## src/sha_accel_params.svh

```systemverilog
`ifndef SHA_ACCEL_PARAMS_SVH
`define SHA_ACCEL_PARAMS_SVH

// ----------------------------------------------------------------------
// widths and depths

`define SHA_WORD_W        32                // bus data, fifo entry, hash word
`define SHA_BUS_AW        20                // decoded part of the bus address
`define SHA_HASH_W        256               // full digest, H0 on top
`define SHA_FIFO_AW       8                 // fifo depth is 2**AW

// ----------------------------------------------------------------------
// register map, byte addresses

`define REG_CTRL          20'h00000         // global control
`define REG_STATUS        20'h00004         // global status, read only
`define REG_VERSION       20'h0000C         // version word, read only
`define REG_SHA_CTRL      20'h00100         // engine control
`define REG_SHA_STATUS    20'h00104         // engine status, read only
`define REG_SHA_PUSH      20'h0010C         // fifo push port, write only
`define REG_SHA_HASH_BASE 20'h00110         // H7 here, H0 at +0x1C
`define REG_SHA_FIFO_CNT  20'h00130         // fifo fill count

// control bit positions
`define CTRL_ENABLE       0
`define SHA_CTRL_ENABLE   0
`define SHA_CTRL_RESET    1                 // one-shot, clears itself

`define BUILD_DATE        32'h0001_0003     // version word

`endif

```

## src/sha_accel_pkg.sv

```systemverilog
`default_nettype none

`include "sha_accel_params.svh"

package sha_accel_pkg;

  // ----------------------------------------------------------------------
  // plain vectors with a meaning

  typedef logic [`SHA_WORD_W-1:0]  word_t;      // one 32 bit data word
  typedef logic [`SHA_BUS_AW-1:0]  bus_addr_t;  // decoded bus address
  typedef logic [`SHA_HASH_W-1:0]  hash_t;      // H0 in the msb word
  typedef logic [`SHA_FIFO_AW:0]   fifo_cnt_t;  // 0 .. full depth

  // compressor sequencing
  typedef enum logic [1:0] {
    IDLE,   // one cycle after reset
    LOAD,   // taking 16 words
    ROUND,  // 64 rounds, one per cycle
    FINAL   // fold into chaining state
  } comp_state_e;

endpackage

`default_nettype wire

```

## src/sha_bus_regs.sv

```systemverilog
`timescale 1ns/1ps
`default_nettype none

`include "sha_accel_params.svh"

module sha_bus_regs (
  input  wire                           bus_clk,
  input  wire                           bus_rstn,
  input  wire sha_accel_pkg::bus_addr_t sys_addr_i,
  input  wire sha_accel_pkg::word_t     sys_wdata_i,
  input  wire                           sys_wen_i,
  input  wire                           sys_ren_i,
  input  wire                           full_i,        // fifo cannot take a word
  input  wire sha_accel_pkg::fifo_cnt_t count_i,       // fifo fill level
  input  wire sha_accel_pkg::hash_t     hash_i,        // chaining state of the engine
  input  wire                           hash_valid_i,
  input  wire                           busy_i,
  output sha_accel_pkg::word_t          sys_rdata_o,
  output logic                          sys_ack_o,
  output logic                          sys_err_o,
  output logic                          push_valid_o,  // one cycle per accepted push
  output sha_accel_pkg::word_t          push_data_o,
  output logic                          sha_rstn_o,    // engine soft reset, active low
  output logic                          x11_activated_o
);
  import sha_accel_pkg::*;

  // last free slot, as seen from the count
  localparam fifo_cnt_t LAST_SLOT = fifo_cnt_t'((1 << `SHA_FIFO_AW) - 1);

  word_t     ctrl_q;         // global control
  word_t     sha_ctrl_q;     // engine control, reset bit is a one-shot
  hash_t     hash_q;         // captured digest
  logic      hash_valid_d;   // edge detect on hash valid
  logic      global_en;
  logic      sha_en;
  logic      sha_rst_shot;
  logic      push_blocked;   // a push now would overrun the fifo
  word_t     status_w;
  word_t     sha_status_w;
  bus_addr_t hash_off;       // offset into the hash window
  logic      hash_hit;

  // ----------------------------------------------------------------------
  // control decode and soft reset

  assign global_en       = ctrl_q[`CTRL_ENABLE];
  assign sha_en          = sha_ctrl_q[`SHA_CTRL_ENABLE];
  assign sha_rst_shot    = sha_ctrl_q[`SHA_CTRL_RESET];
  assign x11_activated_o = global_en;

  // any of the four pulls the engine into reset
  assign sha_rstn_o = bus_rstn & global_en & sha_en & ~sha_rst_shot;

  // count lags the push by one cycle, so a push still in flight counts too
  assign push_blocked = full_i | (push_valid_o & (count_i == LAST_SLOT));

  assign status_w     = {27'b0, sha_rstn_o, 3'b0, global_en};
  assign sha_status_w = {25'b0, full_i, 1'b0, (count_i == '0), 2'b0, hash_valid_i, ~busy_i};

  // H7 sits at the base and maps to the lsb word of the digest
  assign hash_off = sys_addr_i - `REG_SHA_HASH_BASE;
  assign hash_hit = (hash_off < 20'd32);

  // ----------------------------------------------------------------------
  // write side

  always_ff @(posedge bus_clk) begin
    if (!bus_rstn) begin
      ctrl_q       <= '0;
      sha_ctrl_q   <= '0;
      push_valid_o <= 1'b0;
    end else begin
      sha_ctrl_q[`SHA_CTRL_RESET] <= 1'b0;     // one-shot drops after a cycle
      push_valid_o                <= 1'b0;
      if (sys_wen_i) begin
        case (sys_addr_i)
          `REG_CTRL:     ctrl_q       <= sys_wdata_i;
          `REG_SHA_CTRL: sha_ctrl_q   <= sys_wdata_i;
          `REG_SHA_PUSH: push_valid_o <= ~push_blocked;  // dropped when full
          default: ;
        endcase
      end
    end
  end

  always_ff @(posedge bus_clk) begin
    if (sys_wen_i && (sys_addr_i == `REG_SHA_PUSH)) begin
      push_data_o <= sys_wdata_i;
    end
  end

  // ----------------------------------------------------------------------
  // response, ack and data one cycle after the request

  always_ff @(posedge bus_clk) begin
    if (!bus_rstn) begin
      sys_ack_o   <= 1'b0;
      sys_err_o   <= 1'b0;
      sys_rdata_o <= '0;
    end else begin
      sys_ack_o   <= sys_wen_i | sys_ren_i;
      sys_err_o   <= sys_wen_i & (sys_addr_i == `REG_SHA_PUSH) & push_blocked;
      sys_rdata_o <= '0;                        // unmapped and write-only read 0
      if (sys_ren_i) begin
        case (sys_addr_i)
          `REG_CTRL:         sys_rdata_o <= ctrl_q;
          `REG_STATUS:       sys_rdata_o <= status_w;
          `REG_VERSION:      sys_rdata_o <= `BUILD_DATE;
          `REG_SHA_CTRL: begin
            // one-shot never reads back as set
            sys_rdata_o <= sha_ctrl_q & ~(word_t'(1) << `SHA_CTRL_RESET);
          end
          `REG_SHA_STATUS:   sys_rdata_o <= sha_status_w;
          `REG_SHA_FIFO_CNT: sys_rdata_o <= word_t'(count_i);
          default: begin
            if (hash_hit) begin
              sys_rdata_o <= hash_q[hash_off[4:2]*32 +: 32];
            end
          end
        endcase
      end
    end
  end

  // ----------------------------------------------------------------------
  // hash capture on the rising edge of hash valid

  always_ff @(posedge bus_clk) begin
    if (!sha_rstn_o) begin
      hash_q       <= '0;
      hash_valid_d <= 1'b0;
    end else begin
      hash_valid_d <= hash_valid_i;
      if (hash_valid_i && !hash_valid_d) begin
        hash_q <= hash_i;
      end
    end
  end

  // an ack only repeats when a new request stands behind it
  a_ack_single: assert property (@(posedge bus_clk) disable iff (!bus_rstn)
    sys_ack_o && !(sys_wen_i || sys_ren_i) |=> !sys_ack_o);

  // the fifo is never offered a word it has no room for
  a_push_not_full: assert property (@(posedge bus_clk) disable iff (!bus_rstn)
    push_valid_o |-> !full_i);

endmodule

`default_nettype wire

```

## config.mk

```make
export PLATFORM = sky130hd
export DESIGN_NAME = sha_bus_regs
export DESIGN_NICKNAME = d
export VERILOG_FILES = /design/src/sha_accel_pkg.sv /design/src/sha_bus_regs.sv
export VERILOG_INCLUDE_DIRS = /design/src
export SDC_FILE = /design/constraint.sdc
export NUM_CORES = 1
export LEC_CHECK = 0
export BUFFER_PORTS_ARGS = -buffer_cell sky130_fd_sc_hd__buf_2
export CORE_AREA = 5 5 289 150
export CTS_CLUSTER_SIZE = 25
export DETAILED_ROUTE_END_ITERATION = 6
export DIE_AREA = 0 0 294 155
export PLACE_DENSITY_LB_ADDON = 0.12
export SYNTH_ARGS = -nofsm -noshare
export SYNTH_HDL_FRONTEND = slang
export SYNTH_SLANG_ARGS = --single-unit
```

## constraint.sdc

```tcl
create_clock -name bus_clk -period 6.19 [get_ports bus_clk]
set_input_delay 1.857 -clock bus_clk [delete_from_list [all_inputs] [get_ports bus_clk]]
set_output_delay 1.857 -clock bus_clk [all_outputs]
set_load 0.03 [all_outputs]
```

==> impl_metrics.csv <==
group,metric,value,unit
synthesis,synth_seq_area_share,0.507,
routing,dr.first_iter.drc_count,1359,
cells_and_area,final_cells,2664,
synthesis,async_flop_share,0,
clocking,clock_path_buffers,3,
synthesis,syn_nets,2118,
synthesis,synth-simple-area-share,0.178,
cells_and_area,drive_gt1_frac,0.245,
floorplan,core_area,0.0409,mm²
clocking,clock-sinks,388,
floorplan,die_w,294,µm
clocking,insertion_delay,530,ps
outcome,status,"finished, final reports clean",
place,place_congestion,0.881,
place,hpwlAfterDp,42800,µm
timing,setup_violations,0,
hold_path,worst_hold_startpoint,"hash_q[83]",
synthesis,synthAdderAreaFrac,0.00157,
synthesis,synth_area,0.0160,mm²
clocking,holdBufCountCts,0,
synthesis,synth_common_cells,"nand2_1, dfxtp_1, a21oi_1",
synthesis,synth_compound_area_frac,0.147,
routing,wl_per_cell,22.1,µm
floorplan,io_pins,393,
routing,drc,0,
synthesis,synth_top_area_cell,"dfxtp_1",
clocking,clkTransAtPathRegs,70,ps
timing,finalHoldViolations,0,
timing,clock_skew,21.3,ps
setup_path,crit_type,"in -> reg",
routing,first_pass_iters,7,
setup_path,cp-start-kind,"input pin",
setup_path,worstPathArrival,4750,ps
timing,hold_slack,451,ps
timing,slew_headroom,0.173,
timing,worstMarginPinSlew,1240,ps
floorplan,start_util,0.390,
synthesis,post-synth-top-count-cell,"nand2_1",
clocking,cts_made_buffers,37,
timing,fin_crit_sh,0.699,
routing,via_count,14230,
clocking,clockRootBuffer,"clkbuf_16",
floorplan,die_y,155,µm
cells_and_area,nets,2416,
synthesis,synth_cells,1792,
floorplan,fp-row-count,53,
timing,rsz0062_at_grt,"no",
timing,max_freq,0.231,GHz
cells_and_area,utilization,0.474,
grt,grt_pass1_vias,13635,
power_and_ir_drop,power_density,266,mW/mm²
grt,grtUsageTotal,0.244,
timing,drv_slew,0,
setup_path,startpoint,"sys_addr_i[3]",
setup_path,r2r_cells,4,
clocking,ctsResizeCount,0,
setup_path,required,6610,ps
cells_and_area,antenna_cells,0,
grt,overflow,0,
job,cap_violations,0,
hold_path,hp-class,"reg -> reg",
grt,grt_max_degree,200,
power_and_ir_drop,ir_drop,0.000135,V
routing,drt_wl_total,58800,µm
timing,period_needed,4330,ps
floorplan,die_area,0.0456,mm²
synthesis,synth_area_per_cell,8.91,µm²
synthesis,synth_top_family_by_area,"simple AND/OR/NAND/NOR gates",
synthesis,yosys_warnings,0,
setup_path,worst-path-max-fanout,63,
grt,antenna_found_initial,8,
hold_path,hold_depth,2,
place,dp_cells,2601,
synthesis,synth_cell_types,53,
power_and_ir_drop,leakage,7.45,nW
place,port_buffers,392,
routing,ant_nets,0,
cells_and_area,syn_to_final_growth,21.5,%
synthesis,synthMuxAreaShare,0.124,
synthesis,synth_area_leaders,"dfxtp_1, nand2_1, a21oi_1, mux2i_1, edfxtp_1",
clocking,tritoncts,"built",
synthesis,ys.flop_type,"dfxtp_1",
clocking,post_cts_buffers,0,
setup_path,timing.rr.start,"sha_ctrl_q[0]",
setup_path,cp-end-kind,"flop",
synthesis,synth_seq_cells,388,
synthesis,synth_edf_count,32,
grt,grt_pass1_wl,85800,µm
synthesis,synthXorXnorAreaFrac,0.00110,
timing,fin_tns_setup,0,ps
synthesis,yosysTopAreaCellShare,0.446,
clocking,htree_levels,2,
routing,viasPerCell,5.34,
[cell usage in the layout, fill, tap and decap left out, types with 2 or more instances in the layout]
cell	instances
and2_1	2
o21ai_1	7
a32oi_1	2
clkbuf_1	11
nand3b_1	2
clkbuf_8	4
clkinv_2	5
clkbuf_16	37
a221oi_1	29
buf_4	16
nor2b_1	33
clkinv_1	2
o22ai_1	29
o21ai_0	26
inv_1	6
ha_1	2
nor4_1	3
nor3_1	2
xor2_1	2
dfxtp_1	356
o32ai_1	3
buf_2	390
nand3_1	36
a22oi_1	7
a31o_1	3
nand2_1	561
nand4_1	4
edfxtp_1	32
bufinv_16	3
nor2_1	17
mux2i_1	113
o2111ai_1	29
nor4_2	2
mux4_2	35
mux2_2	5
nand2b_1	3
a21oi_1	261
buf_12	5
or3b_2	2
[worst max-delay path, stage by stage]
cell,delay (ps)
buf_6,390
buf_4,930
mux2i_1,300
a221oi_1,710
o2111ai_1,280
o22ai_1,210
[sequential cells by signal, summed over array words and instances (netlist names)]
name          cells
hash_q          256
push_valid_o      1
ctrl_q           32
sha_ctrl_q       32
sys_ack_o         1
hash_valid_d      1
push_data_o      32
sys_err_o         1
sys_rdata_o      32
[metal layers]
metal | track usage | share of wire | vias to the layer above
li1 | - | - | 6800
met1 | 0.381 | 0.49 | 6926
met2 | 0.357 | 0.43 | 439
met3 | 0.0404 | 0.063 | 63
met4 | 0.0450 | 0.017 | 2
met5 | 0 | 0.00012 | -
[per-stage QoR]
step	setup WS (ps)	area, µm²	total power [W]
finish	1860	19400	0.00516
global route	1840	19400	0.00533
CTS	1950	19400	0.00521
detailed placement	1400	18200	0.00296
global placement	1440	18200	0.00296
floorplan	1770	16000	0.00276
[area by class of cell]
cell class | instances | area, µm²
clock buffer | 52 | 1020
tap | 550 | 688
fill | 3969 | 21500
inverter | 6 | 22.5
multi-input combinational | 1245 | 7260
timing repair buffer | 412 | 2180
sequential | 388 | 8090
clock inverter | 11 | 130
[report_power, final]
group	leakage, nW	switching [W]	internal (W)	total (W)
logic	3.73	0.000230	0.000144	0.000374
registers	3.15	0.0000000867	0.00253	0.00253
clock network	0.563	0.000978	0.00128	0.00225
total	7.45	0.00121	0.00395	0.00516
[logic make-up (layout without fill, tap and decap cells)]
family | after synthesis | after routing
muxes | 153 | 153
adders and majority gates | 2 | 2
DFF | 388 | 388
and+or+nand+nor | 684 | 684
xor gates and xnor gates | 2 | 2
AOI/OAI and AO/OA | 404 | 404
buffers and inverters | 159 | 481
[path summary, 6_finish.rpt]
path	endpoint	slack, ps
min	hash_q[83]	450
min reg2reg	hash_q[83]	450
max	sys_rdata_o[12]	1860
max reg2reg	hash_q[138]	3810
(Power assumes the default switching activity.)
